$ cat config.mk
export PLATFORM = sky130hd
export DESIGN_NAME = completion_unit
export DESIGN_NICKNAME = d
export VERILOG_FILES = /design/src/logic/rob_pkg.sv /design/src/logic/op_pkg.sv /design/src/logic/reorder_buffer.sv /design/src/logic/exec_lanes.sv /design/src/logic/unit_config.sv /design/src/logic/completion_unit.sv
export SDC_FILE = /design/constraint.sdc
export NUM_CORES = 1
export LEC_CHECK = 0
export ABC_AREA = 0
export BUFFER_PORTS_ARGS = -buffer_cell sky130_fd_sc_hd__buf_2
export CORE_UTILIZATION = 29
export DETAILED_ROUTE_END_ITERATION = 12
export MAX_ROUTING_LAYER = met4
export SKIP_CTS_REPAIR_TIMING = 1
export SLEW_MARGIN = 5
export SYNTH_ARGS = -nofsm -noshare
export SYNTH_HDL_FRONTEND = slang
export SYNTH_HIERARCHICAL = 1
export SYNTH_SLANG_ARGS = --single-unit
$ cat constraint.sdc
create_clock -name clock -period 4.2 [get_ports clock]
set_input_delay 0.21 -clock clock [delete_from_list [all_inputs] [get_ports clock]]
set_output_delay 0.21 -clock clock [all_outputs]
set_load 0.01 [all_outputs]
$ cat src/logic/rob_pkg.sv
/*
  Reorder buffer parameters
  Slot count, tag width and data width shared by the buffer,
  the execution lanes and the top level
*/

package rob_pkg;

  // Number of buffer slots, also the bound on in-flight work
  localparam int ROB_DEPTH = 8;

  // Slot tag width
  // Ring pointers wrap on their own because depth is a power of two
  localparam int INDEX_WIDTH = $clog2(ROB_DEPTH);

  // Operand and result width
  localparam int DATA_WIDTH = 16;

endpackage

$ cat src/logic/op_pkg.sv
/*
  Operation and configuration definitions
  Opcodes, multiply latency range, register addresses and the
  configuration write word with its two decodings
*/

package op_pkg;

  // Opcodes
  localparam int         OP_WIDTH = 2;
  localparam logic [1:0] OP_ADD   = 2'd0;
  localparam logic [1:0] OP_SUB   = 2'd1;
  localparam logic [1:0] OP_XOR   = 2'd2;
  localparam logic [1:0] OP_MUL   = 2'd3;

  // Multiply latency range, in cycles
  localparam int MUL_LAT_MIN   = 1;
  localparam int MUL_LAT_MAX   = 7;
  localparam int MUL_LAT_RESET = 3;
  localparam int LAT_WIDTH     = $clog2(MUL_LAT_MAX + 1);

  // Error counters, saturating
  localparam int COUNT_WIDTH = 8;

  // Register addresses
  localparam int         CFG_ADDR_WIDTH   = 2;
  localparam logic [1:0] CFG_ADDR_LATENCY = 2'd0;
  localparam logic [1:0] CFG_ADDR_ERRORS  = 2'd1;
  localparam logic [1:0] CFG_ADDR_CLEAR   = 2'd2;

  // Write word, meaning depends on the target address
  typedef union packed {
    struct packed {
      logic [rob_pkg::DATA_WIDTH-LAT_WIDTH-1:0] pad;
      logic [LAT_WIDTH-1:0]                     value;
    } latency;
    struct packed {
      logic [rob_pkg::DATA_WIDTH-3:0] pad;
      logic                           reserve;
      logic                           read;
    } clear;
  } cfg_word_t;

endpackage

$ cat src/logic/reorder_buffer.sv
/*
  Reorder buffer
  Slots are reserved in ring order at issue, written by tag in any
  order, and read back in reservation order once their data is in
*/

`timescale 1ns/1ps

module reorder_buffer
  import rob_pkg::*;
(
  input  logic                   clock,
  input  logic                   resetn,
  // Reservation
  input  logic                   issue,
  output logic                   accepted,
  output logic [INDEX_WIDTH-1:0] reserve_index,
  output logic                   reserve_error,
  // Tagged write
  input  logic                   write_enable,
  input  logic [INDEX_WIDTH-1:0] write_index,
  input  logic [DATA_WIDTH-1:0]  write_data,
  // In-order read
  input  logic                   read,
  output logic                   read_valid,
  output logic [DATA_WIDTH-1:0]  read_data,
  output logic                   read_error,
  // Status
  output logic                   full,
  output logic                   empty
);

  // Result storage
  logic [DATA_WIDTH-1:0] data [ROB_DEPTH];

  // Per-slot state
  logic [ROB_DEPTH-1:0] reserved;
  logic [ROB_DEPTH-1:0] reserved_next;
  logic [ROB_DEPTH-1:0] valid;
  logic [ROB_DEPTH-1:0] valid_next;

  // Ring pointers
  logic [INDEX_WIDTH-1:0] reserve_pointer;
  logic [INDEX_WIDTH-1:0] read_pointer;

  // Read that actually frees a slot
  logic read_ok;

  // Acceptance decided here only
  assign accepted      = issue && !full;
  assign reserve_error = issue && full;
  assign reserve_index = reserve_pointer;

  // Oldest slot drives the output
  assign read_valid = valid[read_pointer];
  assign read_data  = data[read_pointer];
  assign read_ok    = read && read_valid;
  assign read_error = read && !read_valid;

  // Next-state slot flags
  always_comb begin
    reserved_next = reserved;
    valid_next    = valid;
    // Reserve at the ring pointer
    if (accepted) begin
      reserved_next[reserve_pointer] = 1'b1;
    end
    // Result lands by tag
    if (write_enable) begin
      valid_next[write_index] = 1'b1;
    end
    // Oldest slot retires
    // Never the slot being reserved, since that one was free
    if (read_ok) begin
      reserved_next[read_pointer] = 1'b0;
      valid_next[read_pointer]    = 1'b0;
    end
  end

  // Control state
  always_ff @(posedge clock or negedge resetn) begin
    if (!resetn) begin
      reserved        <= '0;
      valid           <= '0;
      reserve_pointer <= '0;
      read_pointer    <= '0;
      full            <= 1'b0;
      empty           <= 1'b1;
    end else begin
      reserved <= reserved_next;
      valid    <= valid_next;
      if (accepted) begin
        reserve_pointer <= reserve_pointer + 1'b1;
      end
      if (read_ok) begin
        read_pointer <= read_pointer + 1'b1;
      end
      // Flags follow the next-state reservation map
      full  <= &reserved_next;
      empty <= ~|reserved_next;
    end
  end

  // Payload
  always_ff @(posedge clock) begin
    if (write_enable) begin
      data[write_index] <= write_data;
    end
  end

endmodule

$ cat src/logic/exec_lanes.sv
/*
  Execution lanes
  Fast lane for add, subtract and xor feeding a tagged result queue,
  slow lane for multiply with a per-item countdown, merged onto the
  single buffer write port with the slow lane first
*/

`timescale 1ns/1ps

module exec_lanes
  import rob_pkg::*;
  import op_pkg::*;
(
  input  logic                   clock,
  input  logic                   resetn,
  // Accepted issue
  input  logic                   accepted,
  input  logic [INDEX_WIDTH-1:0] accepted_index,
  input  logic [OP_WIDTH-1:0]    op,
  input  logic [DATA_WIDTH-1:0]  a,
  input  logic [DATA_WIDTH-1:0]  b,
  // Multiply latency from the register block
  input  logic [LAT_WIDTH-1:0]   mul_latency,
  // Buffer write port
  output logic                   write_enable,
  output logic [INDEX_WIDTH-1:0] write_index,
  output logic [DATA_WIDTH-1:0]  write_data
);

  // Fast lane
  logic                   fast_push;
  logic                   fast_pop;
  logic [DATA_WIDTH-1:0]  fast_result;
  logic [INDEX_WIDTH-1:0] queue_tag  [ROB_DEPTH];
  logic [DATA_WIDTH-1:0]  queue_data [ROB_DEPTH];
  logic [INDEX_WIDTH-1:0] queue_write_pointer;
  logic [INDEX_WIDTH-1:0] queue_read_pointer;
  logic [INDEX_WIDTH:0]   queue_count;

  // Slow lane, one slot per buffer tag
  // Tags are unique in flight, so no free-slot search
  logic                   mul_push;
  logic [LAT_WIDTH-1:0]   mul_count [ROB_DEPTH];
  logic [DATA_WIDTH-1:0]  mul_data  [ROB_DEPTH];
  logic                   slow_done;
  logic [INDEX_WIDTH-1:0] slow_pick;

  assign mul_push  = accepted && (op == OP_MUL);
  assign fast_push = accepted && (op != OP_MUL);

  // Fast arithmetic
  always_comb begin
    case (op)
      OP_ADD:  fast_result = a + b;
      OP_SUB:  fast_result = a - b;
      OP_XOR:  fast_result = a ^ b;
      default: fast_result = '0;
    endcase
  end

  // Finished multiply, lowest tag wins on a collision
  // Collisions only follow a latency decrease
  always_comb begin
    slow_done = 1'b0;
    slow_pick = '0;
    for (int i = ROB_DEPTH - 1; i >= 0; i--) begin
      if (mul_count[i] == LAT_WIDTH'(1)) begin
        slow_done = 1'b1;
        slow_pick = INDEX_WIDTH'(i);
      end
    end
  end

  // Port arbitration
  assign fast_pop     = !slow_done && (queue_count != '0);
  assign write_enable = slow_done || (queue_count != '0);
  assign write_index  = slow_done ? slow_pick : queue_tag[queue_read_pointer];
  assign write_data   = slow_done ? mul_data[slow_pick] : queue_data[queue_read_pointer];

  // Queue pointers and countdowns
  always_ff @(posedge clock or negedge resetn) begin
    if (!resetn) begin
      queue_write_pointer <= '0;
      queue_read_pointer  <= '0;
      queue_count         <= '0;
      for (int i = 0; i < ROB_DEPTH; i++) begin
        mul_count[i] <= '0;
      end
    end else begin
      // Depth bound by the buffer, cannot overflow
      if (fast_push) begin
        queue_write_pointer <= queue_write_pointer + 1'b1;
      end
      if (fast_pop) begin
        queue_read_pointer <= queue_read_pointer + 1'b1;
      end
      if (fast_push && !fast_pop) begin
        queue_count <= queue_count + 1'b1;
      end else if (!fast_push && fast_pop) begin
        queue_count <= queue_count - 1'b1;
      end
      // Count down, a finished item holds until it gets the port
      for (int i = 0; i < ROB_DEPTH; i++) begin
        if (mul_count[i] > LAT_WIDTH'(1)) begin
          mul_count[i] <= mul_count[i] - 1'b1;
        end else if (mul_count[i] == LAT_WIDTH'(1) && slow_pick == INDEX_WIDTH'(i)) begin
          mul_count[i] <= '0;
        end
      end
      // Latency latched per item here
      if (mul_push) begin
        mul_count[accepted_index] <= mul_latency;
      end
    end
  end

  // Payload
  always_ff @(posedge clock) begin
    if (fast_push) begin
      queue_tag[queue_write_pointer]  <= accepted_index;
      queue_data[queue_write_pointer] <= fast_result;
    end
    // Low half of the product
    if (mul_push) begin
      mul_data[accepted_index] <= a * b;
    end
  end

endmodule

$ cat src/logic/unit_config.sv
/*
  Configuration register block
  Holds the multiply latency and two saturating protocol error
  counters, written and read through a plain register port
*/

`timescale 1ns/1ps

module unit_config
  import rob_pkg::*;
  import op_pkg::*;
(
  input  logic                      clock,
  input  logic                      resetn,
  // Register port
  input  logic                      cfg_write,
  input  logic [CFG_ADDR_WIDTH-1:0] cfg_address,
  input  logic [DATA_WIDTH-1:0]     cfg_wdata,
  output logic [DATA_WIDTH-1:0]     cfg_rdata,
  // Error pulses from the buffer
  input  logic                      reserve_error,
  input  logic                      read_error,
  // To the slow lane
  output logic [LAT_WIDTH-1:0]      mul_latency
);

  cfg_word_t              word;
  logic                   latency_write;
  logic                   latency_legal;
  logic                   clear_write;
  logic [COUNT_WIDTH-1:0] reserve_count;
  logic [COUNT_WIDTH-1:0] read_count;

  assign word          = cfg_wdata;
  assign latency_write = cfg_write && (cfg_address == CFG_ADDR_LATENCY);
  assign clear_write   = cfg_write && (cfg_address == CFG_ADDR_CLEAR);

  // Zero padding keeps the value at or below the maximum
  assign latency_legal = (word.latency.pad == '0) &&
                         (word.latency.value >= LAT_WIDTH'(MUL_LAT_MIN));

  always_ff @(posedge clock or negedge resetn) begin
    if (!resetn) begin
      mul_latency   <= LAT_WIDTH'(MUL_LAT_RESET);
      reserve_count <= '0;
      read_count    <= '0;
    end else begin
      // Illegal values are dropped
      if (latency_write && latency_legal) begin
        mul_latency <= word.latency.value;
      end
      // Clear beats a same-cycle error
      if (clear_write && word.clear.reserve) begin
        reserve_count <= '0;
      end else if (reserve_error && reserve_count != '1) begin
        reserve_count <= reserve_count + 1'b1;
      end
      if (clear_write && word.clear.read) begin
        read_count <= '0;
      end else if (read_error && read_count != '1) begin
        read_count <= read_count + 1'b1;
      end
    end
  end

  // Combinational read-back
  always_comb begin
    case (cfg_address)
      CFG_ADDR_LATENCY: cfg_rdata = DATA_WIDTH'(mul_latency);
      CFG_ADDR_ERRORS:  cfg_rdata = {reserve_count, read_count};
      default:          cfg_rdata = '0;
    endcase
  end

endmodule

$ cat src/logic/completion_unit.sv
/*
  Completion unit top level
  Reorder buffer, execution lanes and configuration block
*/

`timescale 1ns/1ps

module completion_unit
  import rob_pkg::*;
  import op_pkg::*;
(
  input  logic                      clock,
  input  logic                      resetn,
  // Issue
  input  logic                      issue,
  input  logic [OP_WIDTH-1:0]       issue_op,
  input  logic [DATA_WIDTH-1:0]     issue_a,
  input  logic [DATA_WIDTH-1:0]     issue_b,
  output logic                      issue_accepted,
  output logic [INDEX_WIDTH-1:0]    issue_index,
  // Read
  input  logic                      read,
  output logic                      read_valid,
  output logic [DATA_WIDTH-1:0]     read_data,
  // Configuration
  input  logic                      cfg_write,
  input  logic [CFG_ADDR_WIDTH-1:0] cfg_address,
  input  logic [DATA_WIDTH-1:0]     cfg_wdata,
  output logic [DATA_WIDTH-1:0]     cfg_rdata,
  // Status
  output logic                      full,
  output logic                      empty
);

  // Lane results into the buffer
  logic                   write_enable;
  logic [INDEX_WIDTH-1:0] write_index;
  logic [DATA_WIDTH-1:0]  write_data;

  // Error pulses and latency setting
  logic                   reserve_error;
  logic                   read_error;
  logic [LAT_WIDTH-1:0]   mul_latency;

  reorder_buffer reorder_buffer_inst (
    .clock         (clock),
    .resetn        (resetn),
    .issue         (issue),
    .accepted      (issue_accepted),
    .reserve_index (issue_index),
    .reserve_error (reserve_error),
    .write_enable  (write_enable),
    .write_index   (write_index),
    .write_data    (write_data),
    .read          (read),
    .read_valid    (read_valid),
    .read_data     (read_data),
    .read_error    (read_error),
    .full          (full),
    .empty         (empty)
  );

  // Lanes only see issues the buffer accepted
  exec_lanes exec_lanes_inst (
    .clock          (clock),
    .resetn         (resetn),
    .accepted       (issue_accepted),
    .accepted_index (issue_index),
    .op             (issue_op),
    .a              (issue_a),
    .b              (issue_b),
    .mul_latency    (mul_latency),
    .write_enable   (write_enable),
    .write_index    (write_index),
    .write_data     (write_data)
  );

  unit_config unit_config_inst (
    .clock         (clock),
    .resetn        (resetn),
    .cfg_write     (cfg_write),
    .cfg_address   (cfg_address),
    .cfg_wdata     (cfg_wdata),
    .cfg_rdata     (cfg_rdata),
    .reserve_error (reserve_error),
    .read_error    (read_error),
    .mul_latency   (mul_latency)
  );

endmodule

# Yosys cells after proc, flatten, opt, wreduce, memory -nomap -nowiden
# Memories as Yosys holds them, arrays and structs flattened.
# Index checks and enable logic that the tools add are counted.
# word_totals
reg_bits,77
ramBits,408
in_bits,57
out_inout_bits,39
wordCells,200
mem_count,4
# op_classes
n_addsub,18
multipliers,1
magnitude_cmp,17
eq_ne,23
mux,64
bitwise_logic,7
reduce_logical,46
# memory_table
memory,depth,word_bits,rd,rd_clocked_by_memory_dff,write_ports,line,text
exec_lanes_inst.mul_data,8,16,1,0,1,exec_lanes.sv:44,logic [DATA_WIDTH-1:0] mul_data [ROB_DEPTH];
exec_lanes_inst.queue_data,8,16,1,0,1,exec_lanes.sv:35,logic [DATA_WIDTH-1:0] queue_data [ROB_DEPTH];
reorder_buffer_inst.data,8,16,1,0,1,reorder_buffer.sv:34,logic [DATA_WIDTH-1:0] data [ROB_DEPTH];
exec_lanes_inst.queue_tag,8,3,1,0,1,exec_lanes.sv:34,logic [INDEX_WIDTH-1:0] queue_tag [ROB_DEPTH];
# op_table
cell,count
$mux 3,26
$mux 8,8
$pmux 16 s3,1
$pmux 16 s2,1
$logic_and 1x1->1,29
$eq 3x1->1 const B,9
$bwmux 24,1
$gt 3x1->1 const B,8
$mux 24,1
$sub 3x1->3 const B,8
$mux 1,18
$add 16x16->16,1
$add 8x1->8 const B,2
$and 8x8->8,2
$mul 16x16->16,1
$mux 16,1
$ne 8x8->1 const B,2
$or 8x8->8,2
$sub 16x16->16,1
$xor 16x16->16,1
$logic_not 13->1,1
$add 3x1->3 const B,4
$eq 3x3->1 const B,4
$ge 3x1->1 const B,4
23 further kinds,40

# Longest topological paths before layout
# Gate-level depths: netlist of run 1.
# depth
depth_word,18
ltp_mapped,22
mapped_depth_nobuf,21

# Cells and area by module
# The synthesis of run 1 kept the hierarchy.
# modules_own_cells
module,n_inst,cells_per_inst,area_per_inst_um2,seq_area_each_um2
exec_lanes,1,1468,18383.9,9258.9
reorder_buffer,1,366,5886.9,4445.5
unit_config,1,127,1166.1,478.0

# Worst setup path after synthesis of run 1
# OpenSTA, ideal clock, no wires.
# synth_path
path_kind,input to register
startpoint,input port issue_b[1]
endpoint,memory exec_lanes_inst.mul_data[0][15] (data pin)
setup_ns,0.231
t_arrival_ns,4.963
t_required_ns,3.969
setup_slack_ns,-0.994
stages,19
n_path_buf,2
cell_sequence,buf_2 > clkbuf_1 > nand2_1 > fa_1 > fa_1 > inv_1 > fa_1 > inv_1 > fa_1 > fa_1 > fa_1 > inv_1 > ha_1 > a21o_1 > a21oi_1 > nor2_1 > nor2_1 > o41ai_1 > xnor2_1
# synth_via
elab_chain_cells,1
# synth_rtl
element,line,text
"start, declared",completion_unit.sv:18,"input logic [DATA_WIDTH-1:0] issue_b,"
$mul 16x16->16,exec_lanes.sv:125,mul_data[accepted_index] <= a * b;
"end, declared",exec_lanes.sv:44,
# No other way between the ends.

# Worst setup path after layout of run 1
# layout_path
startpoint,input port issue_a[8]
endpoint,memory exec_lanes_inst.mul_data[1][15] (data pin)
# layout_via
elab_chain_cells,1
# layout_rtl
element,line,text
"start, declared",completion_unit.sv:17,"input logic [DATA_WIDTH-1:0] issue_a,"
$mul 16x16->16,exec_lanes.sv:125,
# No other way between the ends.

==> results of run 1 <==
-- state kept, by name, summed over array words and instances, names as in the netlist, 8 cells and up --
name / flops
unit_config_inst/read_count: 8
exec_lanes_inst/mul_data: 128
exec_lanes_inst/queue_data: 128
exec_lanes_inst/mul_count: 24
reorder_buffer_inst/valid: 8
exec_lanes_inst/queue_tag: 24
reorder_buffer_inst/reserved: 8
unit_config_inst/reserve_count: 8
reorder_buffer_inst/data: 128
-- Yosys cell counts (all sizes together) (7+ instances only) --
| library cell | number |
|---|---|
| nor2 | 135 |
| o221ai | 16 |
| edfxtp | 408 |
| buf | 35 |
| o211ai | 25 |
| mux2 | 17 |
| o21ai | 53 |
| nor3 | 25 |
| xnor2 | 69 |
| a211oi | 7 |
| a21oi | 60 |
| mux4 | 38 |
| o31ai | 11 |
| mux2i | 63 |
| a31oi | 29 |
| and2 | 65 |
| nand3 | 15 |
| nand2 | 128 |
| nor4 | 11 |
| nor2b | 11 |
| dfrtp | 74 |
| nand4 | 41 |
| nand2b | 25 |
| clkbuf | 56 |
| inv | 159 |
| fa | 82 |
| xor2 | 20 |
| ha | 98 |
| a22oi | 97 |
-- power by group through the flow --
stage | sequential [µW] | combinational, µW | clock [µW]
floorplan | 9070 | 8290 | 0
global placement | 9380 | 12100 | 0
detailed placement | 9460 | 12500 | 0
CTS | 9370 | 12500 | 4620
global route | 9510 | 15000 | 4810
finish | 9360 | 13800 | 4520
-- logic make-up (layout without fill, tap and decap cells) --
logic type,Yosys count,after routing,share of synthesized area
multiplexers,118,118,0.06611
adder cells (fa/ha/maj),180,180,0.1127
flip-flops,485,485,0.5576
AND/OR/NAND/NOR,489,489,0.09779
buffers and inverters,250,516,0.04078
XOR/XNOR,89,89,0.03064
AO/OA/AOI/OAI,350,350,0.09439
-- worst max path at each step --
stage / start / to / slack [ps] / cells past startpoint
final: issue_a[8] / exec_lanes_inst/mul_data[1][15] / -350 / 19
after global routing: issue_b[4] / exec_lanes_inst/mul_data[3][15] / -480 / 22
after CTS: issue_b[5] / exec_lanes_inst/mul_data[1][12] / -580 / 19
after detailed placement: issue_b[5] / exec_lanes_inst/mul_data[3][12] / -1190 / 19
after global placement: issue_b[6] / exec_lanes_inst/mul_data[4][15] / -1040 / 17
after floorplan: issue_a[8] / exec_lanes_inst/mul_data[0][15] / -640 / 17
-- metal layers --
metal  global-route usage  vias to the layer above  share of wire
met2               0.2446                      431           0.50
met4              0.03419                        0          0.017
met1               0.1868                     8451           0.44
li1                     -                     7646              -
met3              0.01772                       76          0.047
met5                    -                        -              0
-- layout make-up --
class,instances,area (µm²)
clock inverter,40,386.6
tap,1155,1445
timing repair buffer,259,1893
sequential,485,14180
clock buffer,58,1324
multi-input combinational,1226,10730
inverter,159,599.3
fill,8342,56330
-- through the flow --
| step | setup TNS (ps) | total power (µW) | setup slack (ps) |
|---|---|---|---|
| after detailed placement | -67130 | 21930 | -1191 |
| after global routing | -13320 | 29350 | -482.3 |
| after global placement | -60140 | 21440 | -1045 |
| after floorplan | -23360 | 17360 | -643.8 |
| final | -8419 | 27680 | -353.3 |
| after CTS | -20270 | 26510 | -584.2 |
-- critical path, stage by stage --
cell,delay [ps]
buf_2,210
nand2_1,120
fa_1,520
fa_1,580
fa_1,430
fa_1,490
inv_1,60
fa_1,530
inv_1,60
fa_1,520
inv_1,60
ha_4,160
a21o_1,180
a21oi_2,140
nor2_1,70
nor2_2,150
o41ai_4,100
xnor2_2,140
buf_6,140
==> results.yml, run 1 <==
timing:
  max_slew_margin: 0.2789
  fin_ws_ps: -353.3
  clock_skew_ps: 35.62
  period_share: 1.084
  rsz0062_at_grt: "yes"
  worst_pin_slew_ps: 1082
  hold_viol: 0
  setup_viol: 40
  min_period_ps: 4553
  slew_violations: 0
  whs_ps: 23.23
  fmax_ghz: 0.2196
floorplanning:
  coreArea_um2: 86890
  start_util: 0.2928
  row_count: 108
  die_h_um: 298.2
  num_io_pins: 96
  dieArea_um2: 88900
  dieWidth_um: 298.2
critical_path:
  rrSetupSlack_ps: 760
  reg2regPathDepth: 12
  critPathRequiredTime_ps: 4530
  reg2reg_to: "reorder_buffer_inst/data[2][15]"
  crit_type: "primary input to flip-flop"
  start_kind: "primary input"
  reg2reg_from: "exec_lanes_inst/mul_count[22]"
  worst-path-max-fanout: 8
  cp.arrival_ps: 4890
  worst_setup_path_end_kind: "flip-flop"
clock_network:
  clk_pin_slew_ps: 60
  cts_buffers: 52
  cts_tree: "yes"
  clock_path_buffers: 3
  root_buffer: "clkbuf_16"
  htreeDepth: 2
  clkLatencyLatePin_ps: 610
  clock-sinks: 485
route:
  drtAntennaViolNets: 0
  num_vias: 16604
  first_pass_iters: 7
  vias_per_cell: 4.910
  drt_drc_violations_left: 0
  drtIter0Drc: 1230
  wl_um: 63840
  wire_per_inst_um: 18.88
finish:
  fin_cells: 3382
  area_delta_synth_final_pct: 20.15
  fin_area_um2: 30560
  final_common_cell: "edfxtp_1"
  mostFrequentLayoutCells: "edfxtp_1, buf_4, inv_1, nor2_1, nand2_1"
  final_core_utilization: 0.3517
  nets: 2420
  antennaDiodeCount: 0
  drive_gt1_frac: 0.2290
pwr:
  power_switching_uw: 10830
  p_clk_frac: 0.163
  leakage_uw: 0.01142
  combPwrFrac: 0.499
  seqPwrFrac: 0.338
  p_int_uw: 16850
  powerDensity_nw_per_um2: 905.7
  power_switching_share: 0.3911
  ir_drop_uv: 1013
worst_hold_path:
  hold-path-endpoint: "reorder_buffer_inst/reserved[6]"
  min_delay_path_depth: 4
  min_path_type: "primary input to flip-flop"
  hp-start: "read"
placement:
  place_area_um2: 28320
  place_congestion: 0.8918
  placed_cells_incl_taps: 3267
  dp_hpwl_um: 43700
  portBuffers: 95
yosys:
  synth.top_cells.by_area: "edfxtp_1, dfrtp_1, fa_1, ha_1, mux4_2"
  synth-seq-cells: 485
  synth_edf_count: 408
  synthesis.nets: 2198
  ys_seq_area_frac: 0.5576
  ys_types: 86
  syn_area_per_cell_um2: 12.97
  syn_inst: 1961
  synth.cell_area_um2: 25440
  synth_ff_type: "edfxtp_1"
  ys_warn_count: 6
  yosysTopAreaCell: "edfxtp_1"
  async_flop_share: 0.1588
  yosysTopAreaCellShare: 0.4817
global_route:
  antenna_found_initial: 1
  grt_max_degree: 78
  grt_pass1_wl_um: 98670
  overflow: 0
  grt_pass1_vias: 17002
  grtUsageTotal: 0.1455
run_status:
  status: "complete, but fails checks"
  violations: "negative setup slack"
job:
  cap_violations: 0
Power figures use the tool's default switching activity.
==> run 2: changes to the inputs <==
- ABC_AREA: 0 -> 1
==> run 2 against run 1 <==
Compared with the run above:
- the flow still finishes with violations (negative setup slack)
- clock power decreased by 2%
- hold slack improved by 4.9 ps
- area after synthesis increased by 3.5%
- via count increased by 14%
- sequential power decreased by 3.2%
- die area increased by 3.5%
- synthesized cell count increased by 35%
- clock skew decreased by 7.2 ps
- global-route usage increased by 0.33 points
- core utilization decreased by 0.40 points
- register-to-register slack improved by 40 ps
- largest power group unchanged
==> results.yml, run 2 <==
critical_path:
  critPathRequiredTime_ps: 4510
  rrSetupSlack_ps: 800
  start_kind: "primary input"
  worst_setup_path_end_kind: "flip-flop"
  reg2regPathDepth: 16
  cp.arrival_ps: 4740
  worst-path-max-fanout: 8
  reg2reg_from: "exec_lanes_inst/mul_count[21]"
  reg2reg_to: "exec_lanes_inst/queue_count[3]"
  crit_type: "primary input to flip-flop"
timing:
  min_period_ps: 4429
  rsz0062_at_grt: "yes"
  finalSetupTns_ps: -3230
  clock_skew_ps: 28.38
  worst_pin_slew_ps: 1030
  setup_viol: 24
  slew_violations: 0
  max_slew_margin: 0.3125
  period_share: 1.054
  hold_viol: 0
  fmax_ghz: 0.2258
  fin_ws_ps: -228.6
yosys:
  synth_fa_ha_area_frac: 0.1089
  async_flop_share: 0.1588
  synth-xor-area-share: 0.01796
  synth.area.mux_share: 0
  synth_ff_type: "edfxtp_1"
  synthTopCellsByCount: "nand2_1, edfxtp_1, inv_1, nor2_1, nand3_1"
  ys_types: 58
  ys_seq_area_frac: 0.5386
  yosysTopAreaCellShare: 0.4652
  syn_inst: 2646
  yosysTopAreaCell: "edfxtp_1"
  syn_area_per_cell_um2: 9.952
  synth_simple_gate_area_frac: 0.1728
  synth.top_cells.by_area: "edfxtp_1, nand2_1, dfrtp_1, fa_1, inv_1"
  ys_warn_count: 6
  synth_top_family_by_area: "simple AND/OR/NAND/NOR gates"
  synth.cell_area_um2: 26330
  synthesis.nets: 2883
  synth_edf_count: 408
  synth_most_common_cell: "nand2_1"
  synth_compound_area_frac: 0.08367
  synth-seq-cells: 485
global_route:
  antenna_found_initial: 1
  grt_pass1_wl_um: 103100
  overflow: 0
  grt_pass1_vias: 17723
  top_usage_layer: "met2"
  grt_use_met1: 0.2035
  met2_usage: 0.2377
  grtUsageTotal: 0.1489
  use_met3: 0.01671
  grt_max_degree: 78
clock_network:
  cts_buffers: 51
  cts_tree: "yes"
  clock_path_buffers: 3
  root_buffer: "clkbuf_16"
  htreeDepth: 2
  clk_pin_slew_ps: 60
  clock-sinks: 485
  clkLatencyLatePin_ps: 610
floorplanning:
  num_io_pins: 96
  coreArea_um2: 90010
  die_h_um: 303.3
  start_util: 0.2926
  row_count: 110
  dieArea_um2: 92020
  dieWidth_um: 303.3
worst_hold_path:
  min_delay_path_depth: 3
  hold-path-endpoint: "reorder_buffer_inst/read_pointer[2]"
  min_path_type: "primary input to flip-flop"
  hp-start: "read"
route:
  vias_per_cell: 4.664
  num_vias: 18950
  wire_per_inst_um: 16.58
  drtIter0Drc: 1510
  wl_um: 67360
  drtAntennaViolNets: 0
  first_pass_iters: 5
  drt_drc_violations_left: 0
placement:
  pre_cts_slack_ps: -876.4
  place_congestion: 0.8799
  portBuffers: 95
  dp_hpwl_um: 45470
pwr:
  leakage_uw: 0.01329
  ir_drop_uv: 933.8
  powerDensity_nw_per_um2: 903.3
finish:
  multiInputGateArea_um2: 10640
  drive_gt1_frac: 0.1695
  mostFrequentLayoutCells: "nand2_1, edfxtp_1, inv_1, nand3_1, nor2_1"
  final_common_cell: "nand2_1"
  fillCellCount: 9035
  seq_area_um2: 14180
  reg_top3: "exec_lanes_inst/mul_data x128, exec_lanes_inst/queue_data x128, reorder_buffer_inst/data x128"
  nets: 3080
  area_delta_synth_final_pct: 18.84
run_status:
  violations: "negative setup slack"
  status: "complete, but fails checks"
job:
  cap_violations: 0
run 2: cell types whose count changed after synthesis, sizes merged, moves of 38 or more:
cell and change:
a22oi -84, and2 -65, inv +242, mux2i -63, mux4 -38, nand2 +476
nand3 +177, nor2 +75, o21ai +87, xnor2 -50
run 2: logic make-up after synthesis:
family / count (synthesis)
compound gates: 351
xor+xnor: 54
fa+ha+maj: 180
buf+inv: 507
flops: 485
simple gates: 1069
run 2: layout make-up:
| class | count | share of cell area |
|---|---|---|
| inverter | 404 | 0.04853 |
| clock inverter | 25 | 0.008076 |
| timing repair buffer | 247 | 0.05797 |
| sequential | 485 | 0.4532 |
| clock buffer | 70 | 0.04498 |
| multi-input combinational | 1654 | 0.3401 |
| tap | 1176 | 0.04702 |
| antenna | 2 | 0.0001599 |
run 2: worst max path at each step:
stage | to | depth (start not counted) | startpoint | slack [ps]
6_report | exec_lanes_inst/mul_data[1][15] | 19 | issue_b[4] | -230
4_1_cts | exec_lanes_inst/mul_data[1][15] | 19 | issue_b[6] | -250
2_1_floorplan | exec_lanes_inst/mul_data[0][15] | 19 | issue_b[1] | -480
3_5_place_dp | exec_lanes_inst/mul_data[1][15] | 19 | issue_b[6] | -880
5_1_grt | exec_lanes_inst/mul_data[1][15] | 22 | issue_b[4] | -320
3_3_place_gp | exec_lanes_inst/mul_data[4][15] | 19 | issue_b[6] | -820
run 2: worst max-delay path, cell delays in order:
cell,delay [ps]
buf_8,100
buf_6,110
buf_4,130
nand2_2,60
inv_2,40
fa_1,510
inv_2,40
fa_1,490
fa_1,440
fa_1,510
fa_1,520
fa_2,610
inv_2,50
ha_4,250
a21oi_1,150
o211ai_1,110
a31o_2,240
nand3_2,80
nand2_2,100
run 2: metal layers:
metal / up-vias / share of wire
met1: 9219 / 0.47
met2: 426 / 0.47
met3: 72 / 0.047
li1: 9233 / -
met4: 0 / 0.017
met5: - / 0
run 2: per-stage QoR:
stage                     instances  utilization  power [µW]  area [µm²]  hold slack (ps)
after floorplan                2646            -       18290       26690           -85.59
after global placement         3950       0.3225       22890       29030            291.3
after detailed placement       3950       0.3225       23130       29030            298.9
after CTS                      4045       0.3409       27610       30690           -353.1
after global routing           4062       0.3477       30160       31290            25.40
final                          4063       0.3477       28270       31300            28.13
run 2: where the power goes:
group | switching [µW] | internal, µW | total [µW] | leakage [µW]
Combinational | 9820 | 4970 | 14800 | 0.00781
Sequential | 463 | 8600 | 9060 | 0.00467
Clock | 1870 | 2550 | 4420 | 0.000802
Total | 12200 | 16100 | 28300 | 0.0133
